File: src/dist_cfg_pkg.sv
`default_nettype none

// sizing for the distribution chain and its data path
package dist_cfg_pkg;

    // widest chain that can be built
    // one mask bit per node, so this is also the mask width
    localparam int MAX_NODES = 8;

    localparam int DATA_WIDTH = 32;     // payload bits per word

    // per-node delivery counters, wrap at this width
    localparam int COUNT_WIDTH = 8;

    // all three must stay positive
    // NUM_NODES of any instance must not exceed MAX_NODES

endpackage

`default_nettype wire

File: src/dist_flit_pkg.sv
`default_nettype none

// word formats moving through the chain and out to the nodes
package dist_flit_pkg;

    import dist_cfg_pkg::*;

    // destination mask, one hot per node
    // bit 0 is always the next node the word will reach
    typedef logic [MAX_NODES-1:0] dest_mask_t;

    // word on the chain between ingress and stages, 41 bits
    typedef struct packed {
        logic                  valid;   // one cycle per word
        dest_mask_t            mask;    // remaining destinations
        logic [DATA_WIDTH-1:0] data;    // payload
    } flit_t;

    // delivery into one node, 33 bits
    typedef struct packed {
        logic                  valid;   // delivery strobe
        logic [DATA_WIDTH-1:0] data;    // zero unless valid, at stage level
    } node_word_t;

endpackage

`default_nettype wire

File: src/dist_ingress.sv
`default_nettype none

// request side of the chain
// checks the destination mask and turns a good request into a flit
// a bad one is thrown away here and flagged on o_drop
module dist_ingress #(
    parameter int NUM_NODES = 4                         // chain length, 1..MAX_NODES
) (
    input  wire logic                                   i_clk,
    input  wire logic                                   i_reset,
    input  wire logic                                   i_req_valid,    // single-cycle strobe
    input  wire dist_flit_pkg::dest_mask_t              i_req_mask,
    input  wire logic [dist_cfg_pkg::DATA_WIDTH-1:0]    i_req_data,
    output dist_flit_pkg::flit_t                        o_flit,
    output logic                                        o_drop
);

    import dist_cfg_pkg::*;
    import dist_flit_pkg::*;

    // bits that name real nodes, low NUM_NODES set
    localparam dest_mask_t LEGAL_MASK = {MAX_NODES{1'b1}} >> (MAX_NODES - NUM_NODES);

    logic mask_empty;       // nobody to deliver to
    logic mask_beyond;      // names a node past the end of the chain
    logic req_ok;

    assign mask_empty  = (i_req_mask == '0);
    assign mask_beyond = |(i_req_mask & ~LEGAL_MASK);
    assign req_ok      = !mask_empty && !mask_beyond;

    // one register stage, flit or drop shows at t+1
    always_ff @(posedge i_clk)
    begin
        if (i_reset)
        begin
            o_flit <= '0;
            o_drop <= 1'b0;
        end
        else
        begin
            o_drop       <= i_req_valid && !req_ok;     // rejected strobe
            o_flit.valid <= i_req_valid && req_ok;
            if (i_req_valid && req_ok)
            begin
                o_flit.mask <= i_req_mask;
                o_flit.data <= i_req_data;
            end
            else
            begin
                o_flit.mask <= '0;                      // idle flit stays all zero
                o_flit.data <= '0;
            end
        end
    end

endmodule

`default_nettype wire

File: src/dist_stage.sv
`default_nettype none

// registered 1-to-2 distribute switch
// mask bit 0 decides whether this stage's node takes a copy
// the word always goes on, mask shifted down by one
module dist_stage (
    input  wire logic                   i_clk,
    input  wire logic                   i_reset,
    input  wire dist_flit_pkg::flit_t   i_flit,     // from ingress or previous stage
    output dist_flit_pkg::flit_t        o_flit,     // to next stage
    output dist_flit_pkg::node_word_t   o_node      // to this stage's node
);

    logic take;     // this node is named

    assign take = i_flit.valid && i_flit.mask[0];

    // pass-through half
    // every valid word moves on, even with an empty remaining mask
    always_ff @(posedge i_clk)
    begin
        if (i_reset)
        begin
            o_flit <= '0;
        end
        else if (i_flit.valid)
        begin
            o_flit.valid <= 1'b1;
            o_flit.mask  <= i_flit.mask >> 1;   // zero enters at top
            o_flit.data  <= i_flit.data;
        end
        else
        begin
            o_flit <= '0;                       // no word, everything low
        end
    end

    // node half
    // data is forced to zero whenever there is no delivery
    always_ff @(posedge i_clk)
    begin
        if (i_reset)
        begin
            o_node <= '0;
        end
        else if (take)
        begin
            o_node.valid <= 1'b1;
            o_node.data  <= i_flit.data;
        end
        else
        begin
            o_node.valid <= 1'b0;
            o_node.data  <= '0;
        end
    end

endmodule

`default_nettype wire

File: src/dist_chain.sv
`default_nettype none

// NUM_NODES distribution stages in a row
// stage k feeds stage k+1, each node word lands in slot k
module dist_chain #(
    parameter int NUM_NODES = 4                                 // number of stages
) (
    input  wire logic                                           i_clk,
    input  wire logic                                           i_reset,
    input  wire dist_flit_pkg::flit_t                           i_flit,     // from ingress
    output dist_flit_pkg::node_word_t [NUM_NODES-1:0]           o_node
);

    import dist_flit_pkg::*;

    // link[k] is the flit entering stage k
    flit_t [NUM_NODES-1:0] link;

    assign link[0] = i_flit;

    for (genvar k = 0; k < NUM_NODES; k++)
    begin : g_stage
        if (k == NUM_NODES - 1)
        begin : g_last
            // end of the line, the passed word is discarded
            dist_stage i_stage (
                .i_clk   (i_clk),
                .i_reset (i_reset),
                .i_flit  (link[k]),
                .o_flit  (),
                .o_node  (o_node[k])
            );
        end
        else
        begin : g_mid
            dist_stage i_stage (
                .i_clk   (i_clk),
                .i_reset (i_reset),
                .i_flit  (link[k]),
                .o_flit  (link[k+1]),       // on to the next stage
                .o_node  (o_node[k])
            );
        end
    end

endmodule

`default_nettype wire

File: src/dist_egress.sv
`default_nettype none

// node side of the chain
// keeps the last word each node received and counts the deliveries
module dist_egress #(
    parameter int NUM_NODES = 4                                         // node count
) (
    input  wire logic                                                   i_clk,
    input  wire logic                                                   i_reset,
    input  wire dist_flit_pkg::node_word_t [NUM_NODES-1:0]              i_node,
    output dist_flit_pkg::node_word_t [NUM_NODES-1:0]                   o_node,
    output logic [NUM_NODES-1:0][dist_cfg_pkg::COUNT_WIDTH-1:0]         o_count
);

    import dist_cfg_pkg::*;

    // counter step, sized to the counter so the add wraps cleanly
    localparam logic [COUNT_WIDTH-1:0] COUNT_ONE = COUNT_WIDTH'(1);

    // delivery strobe, one cycle behind the stage
    always_ff @(posedge i_clk)
    begin
        if (i_reset)
        begin
            o_node <= '0;
        end
        else
        begin
            for (int k = 0; k < NUM_NODES; k++)
            begin
                o_node[k].valid <= i_node[k].valid;
                if (i_node[k].valid)
                begin
                    o_node[k].data <= i_node[k].data;   // held until the next delivery
                end
            end
        end
    end

    // per-node delivery counters
    // bumped together with the registered strobe, so they agree at t+3+k
    always_ff @(posedge i_clk)
    begin
        if (i_reset)
        begin
            o_count <= '0;
        end
        else
        begin
            for (int k = 0; k < NUM_NODES; k++)
            begin
                if (i_node[k].valid)
                begin
                    o_count[k] <= o_count[k] + COUNT_ONE;   // wraps at width
                end
            end
        end
    end

endmodule

`default_nettype wire

File: src/dist_top.sv
`default_nettype none

// multicast distribution chain
// request in, one registered stage per node, delivery registers out
// latency to node k is 3+k cycles, a drop shows after 1
module dist_top #(
    parameter int NUM_NODES = 4                                         // 1..MAX_NODES
) (
    input  wire logic                                                   i_clk,
    input  wire logic                                                   i_reset,

    // request, strobe only, never stalled
    input  wire logic                                                   i_req_valid,
    input  wire dist_flit_pkg::dest_mask_t                              i_req_mask,
    input  wire logic [dist_cfg_pkg::DATA_WIDTH-1:0]                    i_req_data,

    // results
    output logic                                                        o_drop,
    output dist_flit_pkg::node_word_t [NUM_NODES-1:0]                   o_node,
    output logic [NUM_NODES-1:0][dist_cfg_pkg::COUNT_WIDTH-1:0]         o_count
);

    import dist_flit_pkg::*;

    flit_t                       in_flit;      // ingress to first stage
    node_word_t [NUM_NODES-1:0]  stage_node;   // raw stage deliveries

    // mask check and input register
    dist_ingress #(
        .NUM_NODES (NUM_NODES)
    ) i_ingress (
        .i_clk       (i_clk),
        .i_reset     (i_reset),
        .i_req_valid (i_req_valid),
        .i_req_mask  (i_req_mask),
        .i_req_data  (i_req_data),
        .o_flit      (in_flit),
        .o_drop      (o_drop)
    );

    // the stages themselves
    dist_chain #(
        .NUM_NODES (NUM_NODES)
    ) i_chain (
        .i_clk   (i_clk),
        .i_reset (i_reset),
        .i_flit  (in_flit),
        .o_node  (stage_node)
    );

    // hold and count per node
    dist_egress #(
        .NUM_NODES (NUM_NODES)
    ) i_egress (
        .i_clk   (i_clk),
        .i_reset (i_reset),
        .i_node  (stage_node),
        .o_node  (o_node),
        .o_count (o_count)
    );

endmodule

`default_nettype wire

File: config.mk
export PLATFORM = sky130hd
export DESIGN_NAME = dist_top
export DESIGN_NICKNAME = d
export VERILOG_FILES = /design/src/dist_cfg_pkg.sv /design/src/dist_flit_pkg.sv /design/src/dist_ingress.sv /design/src/dist_stage.sv /design/src/dist_chain.sv /design/src/dist_egress.sv /design/src/dist_top.sv
export SDC_FILE = /design/constraint.sdc
export NUM_CORES = 1
export LEC_CHECK = 0
export BUFFER_PORTS_ARGS = -buffer_cell sky130_fd_sc_hd__buf_4
export CAP_MARGIN = 15
export CORE_MARGIN = 5
export CORE_UTILIZATION = 45
export DETAILED_ROUTE_END_ITERATION = 7
export GPL_ROUTABILITY_DRIVEN = 0
export PLACE_DENSITY = 0.66
export SYNTH_ARGS = -nofsm -noshare
export SYNTH_HDL_FRONTEND = slang
export SYNTH_SLANG_ARGS = --single-unit
File: constraint.sdc
create_clock -name i_clk -period 1.4 [get_ports i_clk]
set_input_delay 0.14 -clock i_clk [delete_from_list [all_inputs] [get_ports i_clk]]
set_output_delay 0.14 -clock i_clk [all_outputs]
set_load 0.02 [all_outputs]
==> results of run 1 <==
## cell type report
| cell class | count | area, um^2 |
|---|---|---|
| Clock inverter | 8 | 118 |
| Multi-Input combinational cell | 649 | 4230 |
| Tap cell | 384 | 480 |
| Timing Repair Buffer | 279 | 2420 |
| Clock buffer | 63 | 1280 |
| Fill cell | 2319 | 11600 |
| Sequential cell | 439 | 8790 |
## through the flow
stage	utilization	instances	TNS, ns	worst slack, ns	power [mW]
finish	0.599	1822	0	0.0212	24.1
global placement	0.532	1705	0	0.0327	13.0
CTS	0.594	1817	0	0.0150	24.4
global route	0.599	1822	-0.0654	-0.0187	24.9
floorplan	-	1158	0	0.0817	12.9
detailed placement	0.532	1705	0	0.00836	13.0
## synth_stat cells
master	instances	share of area
sky130_fd_sc_hd__dfxtp_1	439	0.66
sky130_fd_sc_hd__and2_1	173	0.082
sky130_fd_sc_hd__nor2_1	152	0.043
sky130_fd_sc_hd__mux2i_1	132	0.10
sky130_fd_sc_hd__and3_1	96	0.045
sky130_fd_sc_hd__clkbuf_1	48	0.014
sky130_fd_sc_hd__buf_2	19	0.0072
sky130_fd_sc_hd__a21oi_1	12	0.0045
sky130_fd_sc_hd__nand4_1	12	0.0057
sky130_fd_sc_hd__o21ai_0	12	0.0045
sky130_fd_sc_hd__or3_1	12	0.0057
sky130_fd_sc_hd__xor2_1	12	0.0079
sky130_fd_sc_hd__nand2_1	9	0.0025
sky130_fd_sc_hd__nand3_1	8	0.0030
sky130_fd_sc_hd__nor2b_1	7	0.0033
sky130_fd_sc_hd__ha_1	4	0.0038
sky130_fd_sc_hd__xnor2_1	4	0.0026
sky130_fd_sc_hd__buf_1	3	0.00085
sky130_fd_sc_hd__nand2b_1	1	0.00047
sky130_fd_sc_hd__nor3_4	1	0.0012
sky130_fd_sc_hd__nor4_1	1	0.00047
sky130_fd_sc_hd__or4_4	1	0.00085
## routing by layer
| metal | share of wire | track usage |
|---|---|---|
| met1 | 0.48 | 0.220 |
| met2 | 0.45 | 0.242 |
| met4 | 0.018 | 0.0393 |
| met3 | 0.059 | 0.0392 |
| met5 | 0 | 0 |
## flip-flops by register name, indices dropped and copies added (netlist names)
name / count
i_chain.g_stage.g_mid.i_stage.o_flit: 105
i_ingress.o_flit: 37
i_chain.g_stage.g_last.i_stage.o_node: 33
i_ingress.o_drop: 1
i_egress.o_count: 32
i_egress.o_node: 132
i_chain.g_stage.g_mid.i_stage.o_node: 99
## path summary, 6_finish.rpt
check / from / end / slack, ns / depth (start not counted)
worst max-delay path: i_req_mask[1] / i_ingress.o_flit[31]$_SDFF_PP0_ / 0.02 / 8
worst min-delay path: i_req_mask[5] / i_ingress.o_drop$_SDFF_PP0_ / 0.01 / 4
worst min register to register: i_chain.g_stage[2].g_mid.i_stage.o_flit[29]$_SDFF_PP0_ / i_chain.g_stage[3].g_last.i_stage.o_node[29]$_SDFF_PP0_ / 0.42 / 1
worst max register to register: i_egress.o_count[8]$_SDFFE_PP0P_ / i_egress.o_count[14]$_SDFFE_PP0P_ / 0.15 / 4
## power breakdown
group          switching (mW)  internal (mW)
registers             0.00318           12.5
clock network            4.37           6.86
logic                   0.142          0.185
total                    4.52           19.5
## logic make-up after synthesis
group | count (synthesis) | synth area share
AO/OA/AOI/OAI | 24 | 0.00905
XOR/XNOR | 16 | 0.0106
adder cells (fa/ha/maj) | 4 | 0.00377
buffers and inverters | 70 | 0.0216
flip-flops | 439 | 0.662
multiplexers | 132 | 0.0996
AND/OR/NAND/NOR | 473 | 0.193
## worst max-delay path, stage by stage
cell	delay, ns
sky130_fd_sc_hd__dlygate4sd3_1	0.55
sky130_fd_sc_hd__buf_4	0.15
sky130_fd_sc_hd__nor4_2	0.29
sky130_fd_sc_hd__buf_4	0.17
sky130_fd_sc_hd__nor3_4	0.04
sky130_fd_sc_hd__buf_12	0.15
sky130_fd_sc_hd__clkbuf_16	0.14
sky130_fd_sc_hd__and2_1	0.15
## what timing repair did
action | 4_1_cts | 5_1_grt
hold endpoints to repair | 43 | 0
buffers inserted | 0 | 1
endpoints found under the setup margin | 0 | 32
gates resized for setup | 0 | 8
hold buffers | 41 | 0
==> metrics.txt, run 1 <==
status=finished clean; maximum fanout along the worst path=6; total non-filler cell area in the finished layout=17300 um^2; total power per unit cell area=1390 nW/um^2; wire length per cell after detailed routing=14.8 um; HPWL after DPL=17500 um; path class of the lowest-slack min-delay path=in -> reg; netlist area before placement=13300 um^2; remaining number of nets flagged by the antenna check after routing=0; total count of hold-check failures in the final report=0; tightest hold margin=0.0121 ns; Clock Skew=0.0124 ns; global-route wire length before repair=43000 um; period utilization=0.985; placed standard-cell area=15400 um^2; Die Span X=182 um; Clock transition at path regs=0.06 ns; number of buffers created by CTS=43; number of placement rows=between 60 and 70; number of pins with negative max-slew slack in the final report=0; Req. time, crit path=1.80 ns; count of synthesis-stage warnings from yosys=0; number of distinct library cells after synthesis=22; wire length after detailed routing=approximately 27000 um; worst ir drop on vdd=~900 uV; pin slew with the least headroom to its limit=0.674 ns; Die Y=182 um; number of nets in the final layout=~1500; cell at the root of the clock tree=sky130_fd_sc_hd__clkbuf_16; Cells after Synth=1158; tightest slew margin relative to the limit=0.551; number of sinks on the clock net=439; core region area=28900 um^2; static leakage=around 7.4 nW; CTS tree=done; Via Count=8295; detailed-router iteration count before antenna repair=4; number of antenna violations at the first check in global routing=0; count of routing violations after the opening detailed-route iteration=331; flip-flop and latch count after synthesis=439; I/O pin count=~210; # DRC=0; Total Routing Usage GR=0.156; antenna cells=0; setup violation total in the final timing report=0; critical path class=in -> reg; effective utilization at floorplan=0.459; fraction of final layout cells with drive strength greater than 1=0.218; maximum number of pins on one net before global-route repair=68; clock period minus final worst setup slack=around 1.4 ns; vias in the first global route=8115; fraction of the yosys area taken by sequential cells=0.662; deepest level of the CTS H-tree=2; arrival time at the worst endpoint=1.78 ns; Remaining Overflow, GRT=0; sort of element at the start of the critical path=input pin; most common cell after layout, fill and taps aside=sky130_fd_sc_hd__dfxtp_1; critical path endpoint category=flop; full die area=33000 um^2; Achievable Freq=between 700 and 800 MHz; post-synthesis area per instance=roughly 11 um^2; number of input and output port buffers inserted=207; post-detailed-route via-to-cell ratio=4.55; buffer depth of the longest clock path=3; number of max-cap violations=0; synthesized netlist net count=1205; area growth from synthesis to final layout=30.6%; clock insertion delay at the later pin of the skew report=~0.52 ns; commonest cells after routing, fill and taps aside=sky130_fd_sc_hd__dfxtp_1 (435), sky130_fd_sc_hd__buf_4 (220), sky130_fd_sc_hd__and2_1 (171), sky130_fd_sc_hd__nor2_1 (151), sky130_fd_sc_hd__mux2i_1 (132)
(Power assumes the default switching activity.)
==> inputs of run 2 (changes only) <==
--- a/config.mk
+++ b/config.mk
@@ -11,6 +11,7 @@
 export CORE_UTILIZATION = 45
 export DETAILED_ROUTE_END_ITERATION = 7
 export GPL_ROUTABILITY_DRIVEN = 0
+export HOLD_SLACK_MARGIN = 0.05
 export PLACE_DENSITY = 0.66
 export SYNTH_ARGS = -nofsm -noshare
 export SYNTH_HDL_FRONTEND = slang
==> metrics.txt, run 2 (synthesis results as in run 1) <==
status=complete, but fails checks; failing checks=negative setup slack; buffer depth of the longest clock path=3 (unchanged); effective utilization at floorplan=0.459 (unchanged); Slowest-stage cell, CP=sky130_fd_sc_hd__dlygate4sd3_1; number of pins with negative max-slew slack in the final report=0 (unchanged); I/O pin count=208 (unchanged); deepest level of the CTS H-tree=2 (unchanged); period utilization=1.01 (+0.0233); sort of element at the start of the critical path=input pin; CP cell instances=dlymetal6s4s_1, buf_4, or4_4, dlygate4sd3_1, nor2_1, nor2_1; worst slack, placed=0.00836 ns (unchanged); fraction of final layout cells with drive strength greater than 1=0.218 (about the same); # DRC=0 (unchanged); number of input and output port buffers inserted=207 (unchanged); overall power after layout=24.1 mW (about the same); Achievable Freq=708 MHz (-2.3%); total count of hold-check failures in the final report=0 (unchanged); Clock transition at path regs=0.06 ns (about the same); setup violation total in the final timing report=1 (+1); Req. time, crit path=1.80 ns (about the same); combinational group share of total power=0.014 (about the same); number of antenna violations at the first check in global routing=0 (unchanged); global-route wire length before repair=43000 um (unchanged); Internal Power=19.5 mW (about the same); switching share of power=0.188 (about the same); Switch Pwr=4.51 mW (about the same); Die Span X=182 um (unchanged); clock group share of total power=0.467 (about the same); vias in the first global route=8115 (unchanged); final-layout setup total negative slack=-0.0115 ns (-0.0115 ns); number of max-cap violations=0 (unchanged); count of routing violations after the opening detailed-route iteration=363 (+9.7%); total power per unit cell area=1390 nW/um^2 (about the same); maximum fanout along the worst path=3 (-3); commonest cells after routing, fill and taps aside=sky130_fd_sc_hd__dfxtp_1 (435), sky130_fd_sc_hd__buf_4 (220), sky130_fd_sc_hd__and2_1 (171), sky130_fd_sc_hd__nor2_1 (151), sky130_fd_sc_hd__mux2i_1 (132); Total Routing Usage GR=0.156 (unchanged); CTS tree=done; leading registers by flop count=i_egress.o_node: 132 flops, i_chain.g_stage.g_mid.i_stage.o_flit: 105 flops, i_chain.g_stage.g_mid.i_stage.o_node: 99 flops; core region area=28900 um^2 (unchanged); wire length per cell after detailed routing=14.9 um (+0.23%); proportion of power drawn by flip-flops and latches=0.520 (about the same); path class of the lowest-slack min-delay path=in -> reg; critical path endpoint category=flop; antenna cells=0 (unchanged); number of nets in the final layout=1460 (+0.069%); cell at the root of the clock tree=sky130_fd_sc_hd__clkbuf_16; pin slew with the least headroom to its limit=0.673 ns (-0.000975 ns); tightest slew margin relative to the limit=0.551 (+0.000650); Via Count=8307 (+0.14%); clock period minus final worst setup slack=1.41 ns (+0.0326 ns); Slowest Stage Delay on Critical Path=0.59 ns (+0.04 ns); wire length after detailed routing=27100 um (+0.28%); placed standard-cell area=15400 um^2 (unchanged); maximum number of pins on one net before global-route repair=68 (unchanged); area growth from synthesis to final layout=30.7% (about the same); most common cell after layout, fill and taps aside=sky130_fd_sc_hd__dfxtp_1; number of placement rows=62 (unchanged); arrival time at the worst endpoint=1.81 ns (+0.03 ns); number of sinks on the clock net=439 (unchanged); HPWL after DPL=17500 um (unchanged); tightest hold margin=0.118 ns (+0.106 ns); full die area=33000 um^2 (unchanged); post-detailed-route via-to-cell ratio=4.56 (about the same); Largest Register=i_egress.o_node; remaining number of nets flagged by the antenna check after routing=0 (unchanged); critical path class=in -> reg; detailed-router iteration count before antenna repair=6 (+2); Critical Path Most Common Cell=sky130_fd_sc_hd__nor2_1; clock insertion delay at the later pin of the skew report=0.52 ns (about the same); Die Y=182 um (unchanged); Remaining Overflow, GRT=0 (unchanged); total non-filler cell area in the finished layout=17300 um^2 (about the same); number of buffers created by CTS=43 (unchanged); max reg flops=132 (unchanged); worst ir drop on vdd=882 uV (-0.20%); final worst-path setup slack=-0.0115 ns (-0.0326 ns); Clock Skew=0.0120 ns (-0.000427 ns); static leakage=7.37 nW (about the same)
[run 2: cell types whose count changed in the layout (fill, tap and decap cells not counted)]
cell	delta
sky130_fd_sc_hd__dlygate4sd3_1	+1
[run 2: final cells by class]
type	instances	area (um^2)
well taps	384	480
flip-flops and latches	439	8790
clock buffers	63	1280
fillers	2317	11600
multi-input cells	649	4230
repair buffers	280	2430
clock inverters	8	118
[run 2: routing by layer]
metal / up-vias / share of wire / track usage
li1: 4288 / - / -
met1: 3793 / 0.48 / 0.220
met2: 186 / 0.44 / 0.242
met3: 40 / 0.057 / 0.0392
met4: 0 / 0.020 / 0.0393
met5: - / 0 / 0
[run 2: timing repair]
action,in CTS,in global routing
gates resized for setup,0,8
endpoints found under the hold margin,45,1
endpoints found under the setup margin,0,32
hold buffers,41,1
buffers inserted,0,1
[run 2: worst max-delay path, delay by kind of cell]
family / cells / cell delay [ns]
buf+inv: 3 / 0.94
simple gates: 3 / 0.72
[run 2: final timing paths]
path              cells past startpoint  slack [ns]                                              startpoint                                                      end
setup / recovery                      6       -0.01                                           i_req_mask[6]                              i_ingress.o_drop$_SDFF_PP0_
hold / removal                        4        0.12                                           i_req_mask[5]                          i_ingress.o_flit[32]$_SDFF_PP0_
setup reg to reg                      4        0.15                        i_egress.o_count[8]$_SDFFE_PP0P_                        i_egress.o_count[14]$_SDFFE_PP0P_
hold reg to reg                       1        0.42  i_chain.g_stage[2].g_mid.i_stage.o_flit[29]$_SDFF_PP0_  i_chain.g_stage[3].g_last.i_stage.o_node[29]$_SDFF_PP0_
[run 2: through the flow]
step | util | cells
CTS | 0.594 | 1817
floorplan | - | 1158
global placement | 0.532 | 1705
global route | 0.599 | 1823
finish | 0.599 | 1823
detailed placement | 0.532 | 1705
[run 2: power groups by stage]
| stage | clock, mW | sequential (mW) | combinational, mW |
|---|---|---|---|
| final | 11.2 | 12.5 | 0.329 |
| after global routing | 12.0 | 12.5 | 0.355 |
| after CTS | 11.5 | 12.5 | 0.315 |
| after detailed placement | 0 | 12.8 | 0.226 |
| after global placement | 0 | 12.8 | 0.226 |
| after floorplan | 0 | 12.8 | 0.0796 |
==> inputs of run 3 (changes only) <==
--- a/config.mk
+++ b/config.mk
@@ -5,14 +5,14 @@
 export SDC_FILE = /design/constraint.sdc
 export NUM_CORES = 1
 export LEC_CHECK = 0
-export BUFFER_PORTS_ARGS = -buffer_cell sky130_fd_sc_hd__buf_4
 export CAP_MARGIN = 15
 export CORE_MARGIN = 5
 export CORE_UTILIZATION = 45
 export DETAILED_ROUTE_END_ITERATION = 7
+export DONT_BUFFER_PORTS = 1
 export GPL_ROUTABILITY_DRIVEN = 0
 export HOLD_SLACK_MARGIN = 0.05
-export PLACE_DENSITY = 0.66
+export REMOVE_ABC_BUFFERS = 1
 export SYNTH_ARGS = -nofsm -noshare
 export SYNTH_HDL_FRONTEND = slang
 export SYNTH_SLANG_ARGS = --single-unit
==> metrics.txt, run 3 (synthesis results as in run 1) <==
wire length per cell after detailed routing=16.2 um (+8.9%); status=complete, but fails checks; area growth from synthesis to final layout=20.8%; Die Y=182 um (unchanged); failing checks=negative hold slack; total non-filler cell area in the finished layout=16000 um^2 (-7.6%); maximum number of pins on one net before global-route repair=170 (+150%); antenna cells=0 (unchanged); Slowest-stage cell, CP=sky130_fd_sc_hd__dlygate4sd3_1; worst ir drop on vdd=1040 uV (+18%); global-route wire length before repair=41500 um (-3.6%); sort of element at the start of the critical path=flop; worst reg2reg path depth=3 (-1); clock period minus final worst setup slack=1.35 ns (-0.0647 ns); Slowest Stage Delay on Critical Path=0.55 ns (-0.04 ns); number of antenna violations at the first check in global routing=0 (unchanged); fill cell total of the finished layout=2475 (+6.8%); number of nets in the final layout=1278 (-12%); setup violation total in the final timing report=0 (-1); critical path class=reg -> reg; full die area=33000 um^2 (unchanged); Req. time, crit path=1.81 ns (about the same); total power per unit cell area=1520 nW/um^2 (+9.9%); Hold Path Origin=i_reset; Total Routing Usage GR=0.152 (-0.00386); RR Startpoint=i_chain.g_stage[2].g_mid.i_stage.o_node[32]$_SDFF_PP0_; clock group share of total power=0.484 (+0.017); # DRC=0 (unchanged); fin cells=1647 (-9.7%); number of input and output port buffers inserted=0 (-100%); number of buffers created by CTS=44 (+2.3%); Clock Skew=0.00768 ns (-0.00430 ns); period utilization=0.962 (-0.0462); critical path endpoint category=flop; count of routing violations after the opening detailed-route iteration=263 (-28%); post-detailed-route via-to-cell ratio=4.61 (+1.2%); tightest slew margin relative to the limit=0.680 (+0.128); Remaining Overflow, GRT=0 (unchanged); Largest Register=i_egress.o_node; hold buffer count at cts=53 (+29%); switching share of power=0.189 (+0.00113); Internal Power=19.8 mW (+1.4%); CTS tree=done; Clock transition at path regs=0.06 ns (about the same); clock insertion delay at the later pin of the skew report=0.53 ns (about the same); Switch Pwr=4.61 mW (+2.2%); post-placement cell count=1510 (-11%); utilization of the core after routing=0.554 (-0.0454); Achievable Freq=743 MHz (+4.8%); CP cell instances=buf_12, nor2b_1, dlygate4sd3_1; total count of hold-check failures in the final report=156 (+156); static leakage=6.45 nW (-13%); deepest level of the CTS H-tree=2 (unchanged); arrival time at the worst endpoint=1.75 ns (-0.06 ns); number of max-cap violations=0 (unchanged); Via Count=7593 (-8.6%); placed standard-cell area=13900 um^2 (-9.7%); proportion of power drawn by flip-flops and latches=0.512 (-0.008); crit path launch=i_chain.g_stage[2].g_mid.i_stage.o_node[32]$_SDFF_PP0_; number of sinks on the clock net=439 (unchanged); maximum fanout along the worst path=13 (+10); HPWL after DPL=15900 um (-9.1%); buffer depth of the longest clock path=3 (unchanged); pin slew with the least headroom to its limit=0.481 ns (-0.192 ns); vias in the first global route=7480 (-7.8%); cell at the root of the clock tree=sky130_fd_sc_hd__clkbuf_16; tightest hold margin=-0.303 ns (-0.421 ns); effective utilization at floorplan=0.459 (unchanged); core region area=28900 um^2 (unchanged); leading registers by flop count=i_egress.o_node: 132 flops, i_chain.g_stage.g_mid.i_stage.o_flit: 105 flops, i_chain.g_stage.g_mid.i_stage.o_node: 99 flops; combinational group share of total power=0.005 (-0.009); Reg area=8800 um^2 (about the same); detailed-router iteration count before antenna repair=4 (-2); path class of the lowest-slack min-delay path=in -> reg; Die Span X=182 um (unchanged); most common cell after layout, fill and taps aside=sky130_fd_sc_hd__dfxtp_1; wire length after detailed routing=26700 um (-1.6%); max reg flops=132 (unchanged); commonest cells after routing, fill and taps aside=sky130_fd_sc_hd__dfxtp_1 (434), sky130_fd_sc_hd__and2_1 (173), sky130_fd_sc_hd__nor2_1 (151), sky130_fd_sc_hd__mux2i_1 (132), sky130_fd_sc_hd__and3_1 (96); Hold Path Depth=1 (-3); remaining number of nets flagged by the antenna check after routing=0 (unchanged); number of pins with negative max-slew slack in the final report=0 (unchanged); number of placement rows=62 (unchanged); fraction of final layout cells with drive strength greater than 1=0.0990 (-0.119); I/O pin count=208 (unchanged); multi-input combinational cell area=4230 um^2 (about the same)
## run 3: stage by stage
step | TNS [ns] | hold slack [ns] | power [mW] | setup slack (ns)
finish | 0 | -0.303 | 24.4 | 0.0533
detailed placement | 0 | 0.231 | 12.8 | 0.116
floorplan | -217.62 | 0.209 | 12.8 | -1.01
CTS | 0 | -0.336 | 24.8 | 0.0271
global route | -0.00117 | -0.325 | 25.3 | -0.00117
global placement | 0 | 0.228 | 12.8 | 0.145
## run 3: final timing paths
check                                                                          endpoint  slack [ns]
worst max-delay path                                     i_egress.o_node[98]$_SDFF_PP0_        0.05
worst min-delay path                                   i_egress.o_count[6]$_SDFFE_PP0P_       -0.30
worst max register to register                           i_egress.o_node[98]$_SDFF_PP0_        0.05
worst min register to register  i_chain.g_stage[3].g_last.i_stage.o_node[23]$_SDFF_PP0_        0.42
## run 3: final cells by class
cell class / instances / share of cell area
flip-flops and latches: 439 / 0.549
repair buffers: 97 / 0.0644
clock inverters: 16 / 0.0135
clock buffers: 62 / 0.0793
well taps: 384 / 0.0300
multi-input cells: 649 / 0.264
## run 3: layer usage
layer	vias to the layer above	wire length [um]	global-route usage
li1	3928	-	-
met1	3458	12400	0.204
met2	170	11900	0.236
met3	37	1920	0.0532
met4	0	417	0.0396
met5	-	0	0
## run 3: worst max-delay path: cells and delay by family (launching register included)
| family | cells | cell delay, ns |
|---|---|---|
| buf+inv | 2 | 0.71 |
| simple gates | 1 | 0.13 |
| flops | 1 | 0.38 |
## run 3: repair_timing
action | CTS | global route
buffers inserted | 0 | 3
endpoints found under the hold margin | 252 | 177
gates resized for setup | 0 | 6
setup endpoints to repair | 0 | 8
## run 3: power by group through the flow
stage / combinational (mW) / clock, mW / sequential [mW]
floorplan: 0.0174 / 0 / 12.8
global placement: 0.0267 / 0 / 12.8
detailed placement: 0.0276 / 0 / 12.8
CTS: 0.114 / 12.2 / 12.5
global route: 0.126 / 12.7 / 12.5
finish: 0.116 / 11.8 / 12.5
